===== src/hw/tinyCpu_defines.svh =====
`ifndef TINYCPU_DEFINES_SVH
`define TINYCPU_DEFINES_SVH

// accumulator, register file and output width.
`define DATA_WIDTH 8

// opcode field in the upper bits of a program word.
`define OPCODE_WIDTH 6

// operand field, also the register file address.
`define ADDR_WIDTH 4

// program memory depth and the program counter that walks it.
`define PROG_DEPTH 16
`define PC_WIDTH 4

// full program word, opcode then address.
`define INSTR_WIDTH 10

`endif

===== src/hw/isaPkg.sv =====
`include "tinyCpu_defines.svh"

package isaPkg;

    // codes above HLT are turned into NOP by the decoder.
    typedef enum logic [`OPCODE_WIDTH-1:0] {
        NOP = 0,
        LDA = 1,  // acc <- reg.
        ADD = 2,
        SUB = 3,
        AND = 4,
        XOR = 5,
        STA = 6,  // reg <- acc.
        LDI = 7,  // acc <- immediate address field.
        OUT = 8,
        JNZ = 9,
        HLT = 10
    } opcode_t;

    // which half of the instruction cycle is running.
    typedef enum logic {
        ADDRESS,
        INSTRUCTION
    } cycleMode_t;

    // time states, the eighth code is never used.
    typedef enum logic [2:0] {
        T0,
        T1,
        T2,
        T3,
        T4,
        T5,
        T6
    } tState_t;

endpackage


===== src/hw/cpuPkg.sv =====
`include "tinyCpu_defines.svh"

package cpuPkg;

    // accumulator, register contents and output value.
    typedef logic [`DATA_WIDTH-1:0] data_t;

    // operand field of an instruction, selects a register.
    typedef logic [`ADDR_WIDTH-1:0] regAddr_t;

    // program counter and load port address.
    typedef logic [`PC_WIDTH-1:0] progAddr_t;

    // one program word as stored in program memory.
    typedef logic [`INSTR_WIDTH-1:0] instrWord_t;

endpackage


===== src/hw/tinyCpu.sv =====
`timescale 1ns/1ps

module tinyCpu (
    input  logic                clk,
    input  logic                nrst,
    input  logic                run,
    input  logic                progWrite,
    input  cpuPkg::progAddr_t   progAddr,
    input  cpuPkg::instrWord_t  progData,
    output cpuPkg::data_t       outData,
    output logic                outValid,
    output logic                halted
);

    import cpuPkg::*;
    import isaPkg::*;

    opcode_t    decodedInstruction;
    regAddr_t   decodedAddress;
    opcode_t    currentInstruction;
    regAddr_t   currentAddress;
    tState_t    timeState;
    cycleMode_t mode;
    logic       noAddressing;
    logic       endAddressing;
    logic       getInstruction;
    logic       pcLoad;

    instructionFetch fetch_i (
        .clk                (clk),
        .nrst               (nrst),
        .run                (run),
        .progWrite          (progWrite),
        .progAddr           (progAddr),
        .progData           (progData),
        .getInstruction     (getInstruction),
        .pcLoad             (pcLoad),
        .jumpTarget         (currentAddress), // JNZ target is its own operand.
        .decodedInstruction (decodedInstruction),
        .decodedAddress     (decodedAddress)
    );

    stateMachine sm_i (
        .clk                (clk),
        .nrst               (nrst),
        .noAddressing       (noAddressing),
        .getInstruction     (getInstruction),
        .endAddressing      (endAddressing),
        .decodedInstruction (decodedInstruction),
        .decodedAddress     (decodedAddress),
        .enableFFs          (run),
        .currentInstruction (currentInstruction),
        .currentAddress     (currentAddress),
        .timeState          (timeState),
        .mode               (mode)
    );

    executeUnit exec_i (
        .clk                (clk),
        .nrst               (nrst),
        .run                (run),
        .currentInstruction (currentInstruction),
        .currentAddress     (currentAddress),
        .timeState          (timeState),
        .mode               (mode),
        .noAddressing       (noAddressing),
        .endAddressing      (endAddressing),
        .getInstruction     (getInstruction),
        .pcLoad             (pcLoad),
        .outData            (outData),
        .outValid           (outValid),
        .halted             (halted)
    );

endmodule


===== src/hw/executeUnit.sv =====
`timescale 1ns/1ps

`include "tinyCpu_defines.svh"

module executeUnit (
    input  logic                clk,
    input  logic                nrst,
    input  logic                run,
    input  isaPkg::opcode_t     currentInstruction,
    input  cpuPkg::regAddr_t    currentAddress,
    input  isaPkg::tState_t     timeState,
    input  isaPkg::cycleMode_t  mode,
    output logic                noAddressing,
    output logic                endAddressing,
    output logic                getInstruction,
    output logic                pcLoad,
    output cpuPkg::data_t       outData,
    output logic                outValid,
    output logic                halted
);

    import cpuPkg::*;
    import isaPkg::*;

    data_t regFile [2**`ADDR_WIDTH];
    data_t readData;
    data_t operand;
    data_t acc;
    data_t aluResult;
    data_t outReg;
    logic  validReg;
    logic  isOperandOp;
    logic  lastSlot;
    logic  execSlot;

    // opcodes that need a register read before they execute.
    always_comb begin
        case (currentInstruction)
            LDA, ADD, SUB, AND, XOR: isOperandOp = 1'b1;
            default:                 isOperandOp = 1'b0;
        endcase
    end

    // time state on which the instruction phase ends.
    always_comb begin
        case (currentInstruction)
            ADD, SUB, AND, XOR, JNZ: lastSlot = (timeState == T1);
            HLT:                     lastSlot = 1'b0; // spins until reset.
            default:                 lastSlot = (timeState == T0);
        endcase
    end

    // every instruction does its work in the first instruction state.
    assign execSlot = run && (mode == INSTRUCTION) && (timeState == T0);

    assign noAddressing   = ~isOperandOp;
    assign endAddressing  = run && (mode == ADDRESS) && isOperandOp && (timeState == T1);
    assign getInstruction = run && (mode == INSTRUCTION) && lastSlot;
    assign pcLoad         = execSlot && (currentInstruction == JNZ) && (acc != '0);

    // operand fetch, read at T0 and handed over at T1.
    always_ff @(posedge clk) begin
        if (run && (mode == ADDRESS)) begin
            if (timeState == T0) begin
                readData <= regFile[currentAddress];
            end
            if (timeState == T1) begin
                operand <= readData;
            end
        end
    end

    always_comb begin : alu
        case (currentInstruction)
            ADD:     aluResult = acc + operand; // modulo 256.
            SUB:     aluResult = acc - operand;
            AND:     aluResult = acc & operand;
            XOR:     aluResult = acc ^ operand;
            default: aluResult = operand; // LDA just passes it on.
        endcase
    end

    always_ff @(posedge clk, negedge nrst) begin
        if (!nrst) begin
            acc <= '0;
        end else if (execSlot) begin
            if (isOperandOp) begin
                acc <= aluResult;
            end else if (currentInstruction == LDI) begin
                acc <= {{(`DATA_WIDTH-`ADDR_WIDTH){1'b0}}, currentAddress};
            end
        end
    end

    always_ff @(posedge clk, negedge nrst) begin
        if (!nrst) begin
            for (int i = 0; i < 2**`ADDR_WIDTH; i++) begin
                regFile[i] <= '0;
            end
        end else if (execSlot && (currentInstruction == STA)) begin
            regFile[currentAddress] <= acc;
        end
    end

    // output register, the strobe lasts one running cycle.
    always_ff @(posedge clk, negedge nrst) begin
        if (!nrst) begin
            outReg   <= '0;
            validReg <= 1'b0;
        end else if (run) begin
            validReg <= execSlot && (currentInstruction == OUT);
            if (execSlot && (currentInstruction == OUT)) begin
                outReg <= acc;
            end
        end
    end

    assign outData  = outReg;
    assign outValid = validReg && run; // a strobe caught by a pause shows after it.
    assign halted   = (mode == INSTRUCTION) && (currentInstruction == HLT);

endmodule


===== src/hw/stateMachine.sv =====
`timescale 1ns/1ps

module stateMachine (
    input  logic                clk,
    input  logic                nrst,
    input  logic                noAddressing,
    input  logic                getInstruction,
    input  logic                endAddressing,
    input  isaPkg::opcode_t     decodedInstruction,
    input  cpuPkg::regAddr_t    decodedAddress,
    input  logic                enableFFs,
    output isaPkg::opcode_t     currentInstruction,
    output cpuPkg::regAddr_t    currentAddress,
    output isaPkg::tState_t     timeState,
    output isaPkg::cycleMode_t  mode
);

    import cpuPkg::*;
    import isaPkg::*;

    cycleMode_t nextMode;
    tState_t    nextTime;
    opcode_t    nextInstruction;
    regAddr_t   nextAddress;

    always_comb begin : timingGeneration
        nextMode = mode;

        // free running count, T6 wraps back to T0.
        case (timeState)
            T0:      nextTime = T1;
            T1:      nextTime = T2;
            T2:      nextTime = T3;
            T3:      nextTime = T4;
            T4:      nextTime = T5;
            T5:      nextTime = T6;
            default: nextTime = T0;
        endcase

        if (endAddressing) begin
            nextMode = INSTRUCTION; // operand is in, start executing.
            nextTime = T0;
        end else if (getInstruction) begin
            nextMode = ADDRESS; // next word gets latched this edge.
            nextTime = T0;
        end else if ((mode == ADDRESS) && noAddressing) begin
            // nothing to fetch, skip straight to execution.
            nextMode = INSTRUCTION;
            nextTime = T0;
        end

        if (!enableFFs) begin
            nextMode = mode;
            nextTime = timeState;
        end
    end

    always_comb begin : instructionLatch
        nextInstruction = currentInstruction;
        nextAddress     = currentAddress;
        if (getInstruction && enableFFs) begin
            nextInstruction = decodedInstruction;
            nextAddress     = decodedAddress;
        end
    end

    always_ff @(posedge clk, negedge nrst) begin
        if (!nrst) begin
            mode      <= ADDRESS;
            timeState <= T0;
        end else begin
            mode      <= nextMode;
            timeState <= nextTime;
        end
    end

    // reset leaves a NOP in place, so the first real word comes two cycles later.
    always_ff @(posedge clk, negedge nrst) begin
        if (!nrst) begin
            currentInstruction <= NOP;
            currentAddress     <= '0;
        end else begin
            currentInstruction <= nextInstruction;
            currentAddress     <= nextAddress;
        end
    end

endmodule


===== src/hw/instructionFetch.sv =====
`timescale 1ns/1ps

`include "tinyCpu_defines.svh"

module instructionFetch (
    input  logic                clk,
    input  logic                nrst,
    input  logic                run,
    input  logic                progWrite,
    input  cpuPkg::progAddr_t   progAddr,
    input  cpuPkg::instrWord_t  progData,
    input  logic                getInstruction,
    input  logic                pcLoad,
    input  cpuPkg::regAddr_t    jumpTarget,
    output isaPkg::opcode_t     decodedInstruction,
    output cpuPkg::regAddr_t    decodedAddress
);

    import cpuPkg::*;
    import isaPkg::*;

    instrWord_t progMem [`PROG_DEPTH];
    progAddr_t  pc;
    instrWord_t fetchedWord;
    logic [`OPCODE_WIDTH-1:0] opField;

    // program memory, loaded from the outside port at any time.
    always_ff @(posedge clk) begin
        if (progWrite) begin
            progMem[progAddr] <= progData;
        end
    end

    // program counter.
    // a jump request and an instruction fetch never fall in the same cycle.
    always_ff @(posedge clk, negedge nrst) begin
        if (!nrst) begin
            pc <= '0;
        end else if (run) begin
            if (pcLoad) begin
                pc <= jumpTarget; // JNZ taken.
            end else if (getInstruction) begin
                pc <= progAddr_t'(pc + 1'b1); // wraps after the last word.
            end
        end
    end

    assign fetchedWord = progMem[pc];
    assign opField     = fetchedWord[`INSTR_WIDTH-1 -: `OPCODE_WIDTH];

    // decoder runs continuously on the word at the program counter.
    always_comb begin : decodeWord
        if (opField <= HLT) begin
            decodedInstruction = opcode_t'(opField);
        end else begin
            decodedInstruction = NOP; // unknown codes do nothing.
        end
        decodedAddress = fetchedWord[`ADDR_WIDTH-1:0];
    end

endmodule


===== config.mk =====
export PLATFORM = sky130hd
export DESIGN_NAME = tinyCpu
export DESIGN_NICKNAME = d
export VERILOG_FILES = /design/src/hw/isaPkg.sv /design/src/hw/cpuPkg.sv /design/src/hw/tinyCpu.sv /design/src/hw/executeUnit.sv /design/src/hw/stateMachine.sv /design/src/hw/instructionFetch.sv
export VERILOG_INCLUDE_DIRS = /design/src /design/src/hw
export SDC_FILE = /design/constraint.sdc
export NUM_CORES = 1
export LEC_CHECK = 0
export ABC_AREA = 0
export BUFFER_PORTS_ARGS = -buffer_cell sky130_fd_sc_hd__buf_2
export CORE_MARGIN = 10
export CORE_UTILIZATION = 57
export CTS_CLUSTER_SIZE = 28
export DETAILED_ROUTE_END_ITERATION = 8
export GPL_TIMING_DRIVEN = 0
export HOLD_SLACK_MARGIN = 0.1
export PLACE_DENSITY_LB_ADDON = 0.08
export RECOVER_POWER = 50
export SKIP_LAST_GASP = 1
export SLEW_MARGIN = 20
export SYNTH_ARGS = -nofsm -noshare
export SYNTH_HDL_FRONTEND = slang
export SYNTH_SLANG_ARGS = --single-unit

===== constraint.sdc =====
create_clock -name clk -period 2.9 [get_ports clk]
set_input_delay 0.29 -clock clk [delete_from_list [all_inputs] [get_ports clk]]
set_output_delay 0.29 -clock clk [all_outputs]
set_load 0.02 [all_outputs]

==> results by stage, run 1 <==
Flow run:
- The total of max-cap violations is 1.

Run status:
- The run finished, with violations left.
- The checks that failed: max-capacitance violations, max-slew violations.

Logic synthesis:
- Of the post-synthesis cell area, the dominant cell type holds 0.355.
- After technology mapping, the gate count stands at 929.
- Of the total synthesized cell area, the portion taken by full adders, half adders and majority gates is 0.0156.
- For this run, the leading register cell type out of synthesis is edfxtp_1.
- The flop and latch count out of synthesis is 339.
- The post-synthesis instance area is 14900 um^2.
- For this run, the register share of the synthesized area comes to 0.629.
- The combinational family with the most area after synthesis is multiplexers.
- Yosys mapped a number of flops with a built-in enable equal to 176.
- The share of synthesized area spent on multiplexers is 0.221.
- Of the total synthesized cell area, the portion taken by XOR and XNOR cells is 0.00824.
- The synthesized design spends more area on one cell type than any other, namely edfxtp_1.
- The simple-gate share of the synthesized area is 0.0608.
- The commonest cells after synthesis are 176 x edfxtp_1, 163 x dfrtp_1, 131 x mux2_2, 69 x mux4_2, 53 x nor2_1.
- The fraction of the mapped netlist area in compound gates was 0.0458.
- In the post-synthesis netlist, the biggest area contributors are edfxtp_1 35%, dfrtp_1 27%, mux4_2 10%.
- Yosys printed 0 warnings.
- The net count after synthesis is 965.
- The post-synthesis async set-or-reset flop share is 0.481.
- The post-synthesis area per instance is 16.0 um^2.
- The most common cell in the synthesized netlist is edfxtp_1.
- The count of different cell masters after synthesis is 68.

Pwr:
- Power spread over the standard cell area amounts to 857 nW/um^2.
- Total power for the finished layout comes to 14400 uW.
- Summed over all cells, the static leakage comes to 0.00674 uW.
- IR analysis of the VDD net gives a maximum drop of 627 uV.

Clock network:
- The CTS root buffer is clkbuf_16.
- TritonCTS created 36 clock buffers.
- After clock tree synthesis, the clock-pin slew on the worst setup and hold paths is 0.06 ns.
- Counting along the longest clock path gives a buffer depth of 3.
- The clock tree from TritonCTS is done.
- The H-tree was split into 2 levels.
- The source-to-sink clock delay at the later pin of the worst-skew pair is 0.52 ns.
- Clock tree synthesis found a total of 339 sinks.

STA:
- The post-route fraction of the period consumed by the critical path is 0.948.
- Headroom to the max-slew limit came out at -0.312.
- Between clock sinks in the finished design, the worst skew comes to 0.0256 ns.
- Setup violations remaining at the end of the flow were counted as 0.
- The final count of pins violating max slew came to 80.
- Setup slack closes at 0.152 ns.
- The routed design could run at a clock period as short as 2.75 ns.
- The number of hold violations in the final report is 0.
- Setup repair after global routing could not meet its margin everywhere.
- The highest achievable clock rate is 364 MHz.
- The slew of the pin with the lowest slew margin is 1.97 ns.

Hold path:
- The worst min-delay path endpoint is fetch_i.progMem[0][1]$_DFFE_PP_.
- The class of the worst hold path is input port to flip-flop.
- The startpoint of the lowest-slack hold path is progAddr[1].
- The hold path depth is 2.

Layout:
- The final standard cell area without fillers is 16800 um^2.
- The utilization after layout is 0.650.
- The net total in the final layout is 1041.
- The area growth from synthesis to layout is 13.1%.
- The number of antenna diodes in the final layout is 0.
- The fraction of final layout cells with drive strength greater than 1 is 0.323.

Worst setup path:
- The beginning of the critical path is sm_i.currentInstruction[4]$_DFFE_PN0P_.
- The element type at the critical path end is a flip-flop.
- The startpoint class of the critical path is a flip-flop.
- The critical register-to-register path endpoint is exec_i.acc[6]$_DFFE_PN0P_.
- The required time reported for the critical path endpoint is 3.34 ns.
- STA puts the critical path data arrival time at 3.19 ns.
- In this run the worst path has a maximum fanout of 3.
- The flop-to-flop setup slack is 0.15 ns.
- The logic depth of the worst register-to-register path is 13.
- The setup path with the least slack is of type flip-flop to flip-flop.
- The startpoint of the worst register-to-register path is sm_i.currentInstruction[4]$_DFFE_PN0P_.

Global route:
- The wire length of the first global-routing pass is 52.1 mm.
- Entering global routing, the biggest net connects 86 pins.
- For this run, the total global-route usage over all layers was measured as 0.204.
- The total overflow left after global routing is 0.
- The number of antenna violations at the first check in global routing is 0.
- The number of global-route vias before repair is 8758.

Route:
- Dividing the detail-routed wire length by the instance count gives 24.3 um.
- The number of vias in the routed layout is 8531.
- For this block, the initial DRC count from the detailed router was 965.
- For this run, design rule violations remaining after detail routing come to 0.
- The remaining number of nets flagged by the antenna check after routing is 0.
- The first detailed-routing pass ran for 6 iterations.
- Summed over all layers, the routed wires come to 33.3 mm.
- The number of vias per cell after detailed routing is 6.24.

Placement:
- Buffers placed on the I/O ports in this run total 27.
- The placed wire-length estimate is 22.0 mm.
- Routability-driven placement finished with a final weighted congestion of 0.838.
- The post-placement worst setup slack is -0.579 ns.
- The area after detailed placement is 15600 um^2.

Die:
- After floorplanning, the core was divided into 59 placement rows.
- The die span in x is 182 um.
- The die covers 33000 um^2.
- The total core area is 25900 um^2.
- In this run the vertical extent of the chip is 182 um.
- During I/O placement, the number of pins put on the boundary was 28.
- The initial standard-cell utilization of the core is 0.575.
-- flip-flops by register name, indices dropped and copies added, names as in the netlist --
| name | flops |
|---|---|
| fetch_i.progMem | 160 |
| exec_i.regFile | 128 |
| exec_i.acc | 8 |
| exec_i.operand | 8 |
| exec_i.outData | 8 |
| exec_i.readData | 8 |
| sm_i.currentInstruction | 6 |
| fetch_i.pc | 4 |
| sm_i.currentAddress | 4 |
| sm_i.timeState | 3 |
| exec_i.validReg | 1 |
| sm_i.mode | 1 |
-- critical path: stages (launching register included) --
cell,delay [ns]
dfrtp_2,0.43
nor2_4,0.13
nand2_2,0.09
nor3_4,0.24
nor2_1,0.09
xnor2_1,0.13
ha_1,0.34
nor2b_2,0.18
o21ai_1,0.11
nand2b_1,0.11
a21oi_2,0.16
mux2_2,0.36
o21ai_2,0.15
a22o_1,0.15
-- cells by family (layout without fill, tap and decap cells) --
family	count (synthesis)	count (layout)
mux	215	215
simple gates	174	174
compound gates	103	103
xor+xnor	14	14
buf+inv	66	170
flops	339	339
fa+ha+maj	18	18
-- stage by stage --
| stage | hold slack, ns | cells | setup TNS (ns) |
|---|---|---|---|
| 6_report | 0.247 | 1368 | 0 |
| 5_1_grt | 0.243 | 1368 | -0.681 |
| 4_1_cts | 0.131 | 1365 | 0 |
| 3_5_place_dp | 0.309 | 1296 | -2.22 |
| 3_3_place_gp | 0.403 | 1291 | -165.55 |
| 2_1_floorplan | -0.00559 | 929 | 0 |
-- cells in the final DEF, fill, tap and decap left out, types with 8 or more instances in the layout --
master and count:
xnor2_1 12, clkbuf_16 38, inv_1 13, clkinv_2 8, nand2_2 8, ha_1 17
mux4_2 69, dfrtp_1 160, nor2_1 49, clkbuf_1 53, o21ai_0 22, o31ai_1 8
mux2_2 130, a21oi_1 23, nor3_1 12, nor2b_1 10, nand2_1 36, buf_4 8
edfxtp_1 176, mux2i_1 8, buf_2 23
-- layer usage --
| layer | track usage | routed length, um |
|---|---|---|
| met4 | 0.0449 | 508 |
| met5 | 0 | 0 |
| met1 | 0.299 | 15200 |
| met2 | 0.317 | 15700 |
| met3 | 0.0314 | 1820 |
-- cell type report --
type	instances	area (um^2)
clock inverter	18	226
timing repair buffer	41	225
tap	335	419
inverter	14	52.6
sequential	339	9370
fill	1894	9070
buffer	49	226
clock buffer	48	1020
multi-input combinational	524	5310
-- power breakdown --
part | switching [uW] | internal (uW) | total (uW)
registers | 231 | 5330 | 5570
clock network | 1860 | 2930 | 4780
logic | 2470 | 1620 | 4090
total | 4560 | 9880 | 14400
-- how the worst max path moves through the flow --
| stage | to | slack [ns] | cells past startpoint |
|---|---|---|---|
| after floorplan | exec_i.acc[7]$_DFFE_PN0P_ | 0.01 | 13 |
| after global placement | exec_i.regFile[44]$_DFFE_PN0P_ | -1.02 | 1 |
| after detailed placement | exec_i.acc[6]$_DFFE_PN0P_ | -0.58 | 12 |
| after CTS | exec_i.acc[7]$_DFFE_PN0P_ | 0.03 | 14 |
| after global routing | exec_i.acc[6]$_DFFE_PN0P_ | -0.03 | 13 |
| final | exec_i.acc[6]$_DFFE_PN0P_ | 0.15 | 13 |
-- timing repair --
item / CTS / global route
setup buffers: 3 / 4
hold endpoints to repair: 80 / 0
hold buffers: 2 / 0
pin swaps: 2 / 6
setup endpoints to repair: 7 / 11
gates resized for setup: 9 / 11
No activity file was read; power rests on OpenSTA's default activity.
==> run 2: changes to the inputs <==
CORE_ASPECT_RATIO = 2   (was default)
PLACE_DENSITY = 0.73   (was default)
PLACE_DENSITY_LB_ADDON = default   (was 0.08)
==> results by stage, run 2 (synthesized netlist as in run 1, its figures left out) <==
Global route:
- The overall track demand over capacity in global routing was 0.210 (+0.00581).
- The number of global-route vias before repair is 9042 (+3.2%).
- The wire length of the first global-routing pass came to 53.3 mm (+2.3%).
- The number of antenna violations at the first check in global routing was 0 (unchanged).
- The overflow left after global routing is 0 (unchanged).
- The pin count of the biggest net entering global routing is 103 (+20%).

Layout:
- The top cell types in the final layout, fill and taps aside, are 176 x edfxtp_1, 161 x dfrtp_1, 129 x mux2_2.
- The area growth from synthesis to layout is 11.9%.
- The fraction of final layout cells with drive strength greater than 1 is 0.322 (-0.00169).
- The final standard cell area without fillers is 16700 um^2 (-1.1%).
- The largest registers in the layout are fetch_i.progMem x160, exec_i.regFile x128.
- The total inserted antenna cells is 0 (unchanged).
- The most frequent standard cell in the layout excluding fill and tap cells is edfxtp_1.
- The net total in the final layout is 1042 (+0.096%).
- Ranked by flip-flop count, first place goes to fetch_i.progMem.
- The flip-flop count of the largest register, all copies and words added is 160 (unchanged).

Worst setup path:
- The critical-path maximum fanout is 5 (+2).
- The data arrival at the endpoint of the critical path is 3.30 ns (+0.11 ns).
- The element type at the critical path end is a flip-flop.
- The critical path class is flip-flop to flip-flop.
- The required time reported for the critical path endpoint is 3.36 ns (+0.02 ns).
- The startpoint class of the critical path is a flip-flop.
- The logic depth of the worst register-to-register path is 13 (unchanged).

Die:
- The die extent in y was 249 um (+37%).
- The total core area came to 25800 um^2 (-0.60%).
- The number of placement rows is 83 (+41%).
- The floorplan die area was 33400 um^2 (+1.2%).
- The initial standard-cell utilization of the core came to 0.578 (+0.00349).
- The top-level I/O count is 28 (unchanged).
- The die span in x is 134 um (-26%).

Pwr:
- The power density over the cells is 822 nW/um^2 (-4.1%).
- The leakage component of the power is 0.00662 uW (-1.7%).
- The peak ir drop on the vdd network is 773 uV (+23%).

STA:
- Setup repair after global routing could not meet its margin everywhere.
- The post-route fraction of the period consumed by the critical path is 0.977 (+0.0297).
- The slew of the pin with the lowest slew margin is 1.56 ns (-0.410 ns).
- The highest achievable clock rate is 353 MHz (-3.0%).
- The minimum period implied by the final worst setup slack is 2.83 ns (+0.0862 ns).
- The number of hold violations in the final report was 0 (unchanged).
- The worst hold slack across all endpoints is 0.208 ns (-0.0386 ns).
- The final count of pins violating max slew is 63 (-21%).
- The number of failing setup endpoints in the final timing report came to 0 (unchanged).
- The worst-case setup margin in the final layout is 0.0660 ns (-0.0862 ns).
- The worst clock skew was 0.00731 ns (-0.0183 ns).
- The worst slew margin relative to its limit is -0.0391 (+0.273).

Clock network:
- The maximum number of buffers from clock root to sink is 3 (unchanged).
- The number of CTS-inserted buffers is 28 (-22%).
- The clock sink count came to 339 (unchanged).
- The cell sitting at the root of the clock tree is a clkbuf_16.
- The number of H-tree branching levels came to 1 (-1).
- TritonCTS built the clock tree.
- The clock edge transition at the registers on the reported setup and hold paths is 0.07 ns (about the same).
- The source-to-sink clock delay at the later pin of the worst-skew pair is 0.55 ns (+0.03 ns).

Route:
- The number of DRC markers after the initial detailed-route iteration is 452 (-53%).
- The routed wire length is 34.9 mm (+4.8%).
- The number of design rule violations left after detail routing came to 0 (unchanged).
- The wire length per cell was 25.6 um (+5.0%).
- The number of vias in the routed layout is 8451 (-0.94%).
- The remaining number of nets flagged by the antenna check after routing came to 0 (unchanged).
- The number of vias per cell after detailed routing is 6.19 (-0.79%).
- The number of search-and-repair iterations in the first detailed-routing pass was 5 (-1).

Placement:
- The number of buffer cells added on primary ports was 27 (unchanged).
- The placed wire-length estimate is 24.4 mm (+11%).
- The global placer's final weighted congestion was 0.929 (+11%).
- The post-placement worst setup slack is -0.505 ns (+0.0742 ns).
- The area after detailed placement is 15600 um^2 (about the same).

Hold path:
- The worst hold path belongs to the class input port to flip-flop.
- The hold path depth is 2 (unchanged).

Run status:
- The flow ran to the end, but the final reports show violations.
- The final reports fail on max-capacitance violations, max-slew violations.

Flow run:
- The total of max-cap violations came to 1 (unchanged).
==> run 2: cell count changes in the layout (fill, tap and decap cells not counted), sizes merged <==
cell / previous run / this run
inv: 14 / 15
bufinv: 5 / 4
dlygate4sd3: 2 / 6
clkinvlp: 0 / 7
buf: 40 / 46
clkbuf: 96 / 77
clkinv: 13 / 8
==> run 2: worst paths after layout <==
path	slack [ns]	end	startpoint
min reg2reg	0.42	exec_i.operand[4]$_DFFE_PP_	exec_i.readData[4]$_DFFE_PP_
min in group asynchronous	0.67	exec_i.validReg$_DFFE_PN0P_	nrst
min	0.21	fetch_i.progMem[0][3]$_DFFE_PP_	progAddr[1]
max	0.07	exec_i.acc[7]$_DFFE_PN0P_	sm_i.currentInstruction[5]$_DFFE_PN0P_
max in group asynchronous	0.58	exec_i.regFile[91]$_DFFE_PN0P_	nrst
max reg2reg	0.07	exec_i.acc[7]$_DFFE_PN0P_	sm_i.currentInstruction[5]$_DFFE_PN0P_
==> run 2: worst max-delay path, stage by stage, from the launching register on <==
cell	delay [ns]
dfrtp_2	0.44
nor2_4	0.16
nand2_2	0.09
nor3_4	0.25
mux2_4	0.36
inv_4	0.06
ha_4	0.18
nor2b_4	0.11
o21ai_1	0.12
nand2b_1	0.12
a31oi_2	0.24
a21oi_2	0.10
or3_1	0.34
a31oi_2	0.16
==> run 2: per-layer routing <==
| layer | vias to the layer above | share of wire | track usage | wire length (um) |
|---|---|---|---|---|
| met4 | 0 | 0.053 | 0.111 | 1850 |
| met1 | 4386 | 0.34 | 0.216 | 11800 |
| li1 | 3734 | - | - | - |
| met5 | - | 0 | 0 | 0 |
| met3 | 101 | 0.037 | 0.0226 | 1280 |
| met2 | 230 | 0.57 | 0.398 | 20000 |
==> run 2: repair_timing <==
action                                 4_1_cts  5_1_grt
resized for setup                           13       17
endpoints found under the hold margin      108        0
buffers inserted                             4        7
setup endpoints to repair                    7        8
hold buffers                                 6        0
pin swaps                                    5       15
==> run 2: report_power, final <==
| group | switching, uW | internal [uW] | total [uW] |
|---|---|---|---|
| clock | 1710 | 2170 | 3880 |
| sequential | 238 | 5330 | 5570 |
| combinational | 2570 | 1670 | 4250 |
| total | 4520 | 9180 | 13700 |
==> run 2: through the flow <==
step,std cells,setup TNS (ns),power [uW],utilization
floorplan,929,0,8450,-
global placement,1296,-146.17,9640,0.600
detailed placement,1301,-2.31,9740,0.605
CTS,1359,-0.00951,13700,0.646
global route,1366,-0.166,14300,0.647
finish,1366,0,13700,0.647
==> run 2: layout make-up <==
cell class	count	area, um^2
fill	1949	9090
clock inverter	20	208
buffer	50	230
timing repair buffer	49	299
sequential	339	9370
clock buffer	30	729
inverter	14	55.1
multi-input combinational	524	5350
tap	340	425
==> run 3: changes to the inputs <==
GPL_TIMING_DRIVEN = 1   (was 0)
==> results by stage, run 3 (synthesized netlist as in run 1, its figures left out) <==
Run status:
- The flow ran to the end, but the final reports show violations.
- The checks that failed: max-capacitance violations, max-slew violations.

Worst setup path:
- The worst setup path is of the flip-flop to flip-flop kind.
- The flop-to-flop setup slack is 0.18 ns (+0.11 ns).
- The data arrival at the endpoint of the critical path is 3.22 ns (-0.08 ns).
- The maximum cell stage delay along the critical path is 0.45 ns (about the same).
- The element type at the critical path end is a flip-flop.
- The critical path goes through nor2_2 > nand2_2 > nor3_4 > mux2_4 > fa_1 > nor2b_1 > o21ai_0 > nand2b_1 > a21oi_1 > mux2_2 > o21ai_0 > a22o_1.
- The most common cell type on the critical path is o21ai_0.
- The required time reported for the critical path endpoint is 3.40 ns (+0.04 ns).
- The critical-path maximum fanout is 3 (-2).
- The highest-delay cell along the critical path is fa_1.
- The startpoint class of the critical path is a flip-flop.

Layout:
- Leaving out fill and tap cells, the most frequent cell in the layout is edfxtp_1.
- The final instance count without filler cells is 1366 (unchanged).
- The area growth from synthesis to layout is 11.9% (unchanged).
- The net total in the final layout was 1040 (-0.19%).
- The fraction of final layout cells with drive strength greater than 1 is 0.319 (-0.00292).
- The flip-flop count of the largest register, all copies and words added is 160 (unchanged).
- The total inserted antenna cells is 0 (unchanged).
- The largest registers in the layout are fetch_i.progMem x160, exec_i.regFile x128.
- In the layout the commonest cells are 176 x edfxtp_1, 161 x dfrtp_1, 130 x mux2_2.
- Ranked by flip-flop count, first place goes to fetch_i.progMem.
- The utilization after layout is 0.647 (unchanged).

Route:
- The number of design rule violations left after detail routing is 0 (unchanged).
- The number of DRC markers after the initial detailed-route iteration is 559 (+24%).
- The routed wire length came to 32.1 mm (-8.0%).
- The remaining number of nets flagged by the antenna check after routing came to 0 (unchanged).
- The number of vias in the routed layout is 8276 (-2.1%).
- The number of vias per cell after detailed routing was 6.06 (-2.1%).
- The wire length per cell is 23.5 um (-8.0%).
- The number of search-and-repair iterations in the first detailed-routing pass came to 5 (unchanged).

Pwr:
- The internal cell power is 8950 uW (-2.4%).
- The net load switching power is 4230 uW (-6.4%).
- The power density over the cells came to 791 nW/um^2 (-3.7%).
- The relative contribution of the clock network to total power is 0.276 (-0.007).
- The total power draw was 13200 uW (-3.7%).
- The leakage component of the power is 0.00669 uW (+0.99%).
- The peak ir drop on the vdd network is 582 uV (-25%).
- The portion of total power attributed to combinational logic is 0.292 (-0.018).
- The sequential share of power came to 0.433 (+0.027).
- The switching power as a share of total power is 0.321 (-0.00909).

Clock network:
- The clock sink count is 339 (unchanged).
- The number of CTS-inserted buffers came to 29 (+3.6%).
- The number of H-tree branching levels is 1 (unchanged).
- TritonCTS built the clock tree.
- CTS placed an instance of clkbuf_16 at the clock tree root.
- The maximum number of buffers from clock root to sink is 3 (unchanged).
- The clock edge transition at the registers on the reported setup and hold paths is 0.07 ns (about the same).
- The source-to-sink clock delay at the later pin of the worst-skew pair is 0.56 ns (about the same).

Global route:
- The number of antenna violations at the first check in global routing was 0 (unchanged).
- The number of global-route vias before repair is 8762 (-3.1%).
- The wire length of the first global-routing pass is 50.3 mm (-5.7%).
- The overall track demand over capacity in global routing is 0.195 (-0.0147).
- The pin count of the biggest net entering global routing is 71 (-31%).
- The overflow left after global routing came to 0 (unchanged).

STA:
- The worst slew margin relative to its limit is -0.224 (-0.185).
- The setup TNS was 0 ns (unchanged).
- The worst-case setup margin in the final layout is 0.179 ns (+0.113 ns).
- The minimum period implied by the final worst setup slack came to 2.72 ns (-0.113 ns).
- The number of hold violations in the final report is 0 (unchanged).
- The final count of pins violating max slew came to 70 (+11%).
- The worst clock skew is 0.0212 ns (+0.0139 ns).
- The slew of the pin with the lowest slew margin is 1.84 ns (+0.278 ns).
- The number of failing setup endpoints in the final timing report is 0 (unchanged).
- The post-route fraction of the period consumed by the critical path is 0.938 (-0.0390).
- The highest achievable clock rate is 368 MHz (+4.2%).

Die:
- The top-level I/O count was 28 (unchanged).
- The total core area is 25800 um^2 (unchanged).
- The die span in x is 134 um (unchanged).
- The number of placement rows is 83 (unchanged).
- The initial standard-cell utilization of the core is 0.578 (unchanged).
- The die extent in y is 249 um (unchanged).
- The floorplan die area was 33400 um^2 (unchanged).

Flow run:
- The total of max-cap violations is 1 (unchanged).

Placement:
- The placed wire-length estimate is 22.2 mm (-9.2%).
- The number of buffer cells added on primary ports came to 27 (unchanged).
- The global placer's final weighted congestion is 0.908 (-2.3%).
- The post-placement worst setup slack is 0.105 ns (+0.610 ns).
- The number of cells after detailed placement is 1303 (+0.15%).

Hold path:
- The class of the worst hold path is input port to flip-flop.
run 3: timing repair:
item,CTS,global route
endpoints found under the hold margin,167,0
gates resized for setup,0,5
buffers inserted,0,0
hold buffers,10,0
endpoints found under the setup margin,0,4
run 3: area by class of cell:
cell class / count / area, um^2
well taps: 340 / 425
flip-flops and latches: 339 / 9370
repair buffers: 96 / 682
clock buffers: 34 / 744
multi-input cells: 524 / 5260
fillers: 1946 / 9090
clock inverters: 19 / 133
inverters: 14 / 52.6
run 3: power by group through the flow:
stage,Sequential (uW),Clock (uW),Combinational (uW)
after detailed placement,5800,0,3850
after global routing,5750,3890,4190
after global placement,5790,0,3810
final,5700,3630,3850
after floorplan,5590,0,2860
after CTS,5700,3720,3870
run 3: layer usage:
metal | up-vias | share of wire | global-route usage
met5 | - | 0 | 0
met4 | 0 | 0.047 | 0.0916
met3 | 79 | 0.030 | 0.0224
met2 | 185 | 0.57 | 0.367
met1 | 4267 | 0.35 | 0.208
li1 | 3745 | - | -
run 3: path summary, 6_finish.rpt:
path | cells past startpoint | endpoint | start
max | 12 | exec_i.acc[6]$_DFFE_PN0P_ | sm_i.currentInstruction[5]$_DFFE_PN0P_
min | 2 | fetch_i.progMem[4][0]$_DFFE_PP_ | progAddr[0]
max reg2reg | 12 | exec_i.acc[6]$_DFFE_PN0P_ | sm_i.currentInstruction[5]$_DFFE_PN0P_
min reg2reg | 0 | exec_i.operand[4]$_DFFE_PP_ | exec_i.readData[4]$_DFFE_PP_
max in group asynchronous | 3 | exec_i.regFile[3]$_DFFE_PN0P_ | nrst
min in group asynchronous | 2 | exec_i.validReg$_DFFE_PN0P_ | nrst
run 3: worst max-delay path: cells and delay by family, from the launching register on:
kind                     cells  cell delay (ns)
AND/OR/NAND/NOR              5             0.75
multiplexers                 2             0.61
AO/OA/AOI/OAI                4             0.46
adder cells (fa/ha/maj)      1             0.45
flip-flops                   1             0.39
run 3: through the flow:
| step | hold slack, ns | area (um^2) |
|---|---|---|
| CTS | 0.106 | 16700 |
| detailed placement | 0.352 | 15700 |
| global placement | 0.347 | 15700 |
| global route | 0.175 | 16700 |
| finish | 0.150 | 16700 |
| floorplan | -0.00559 | 14900 |
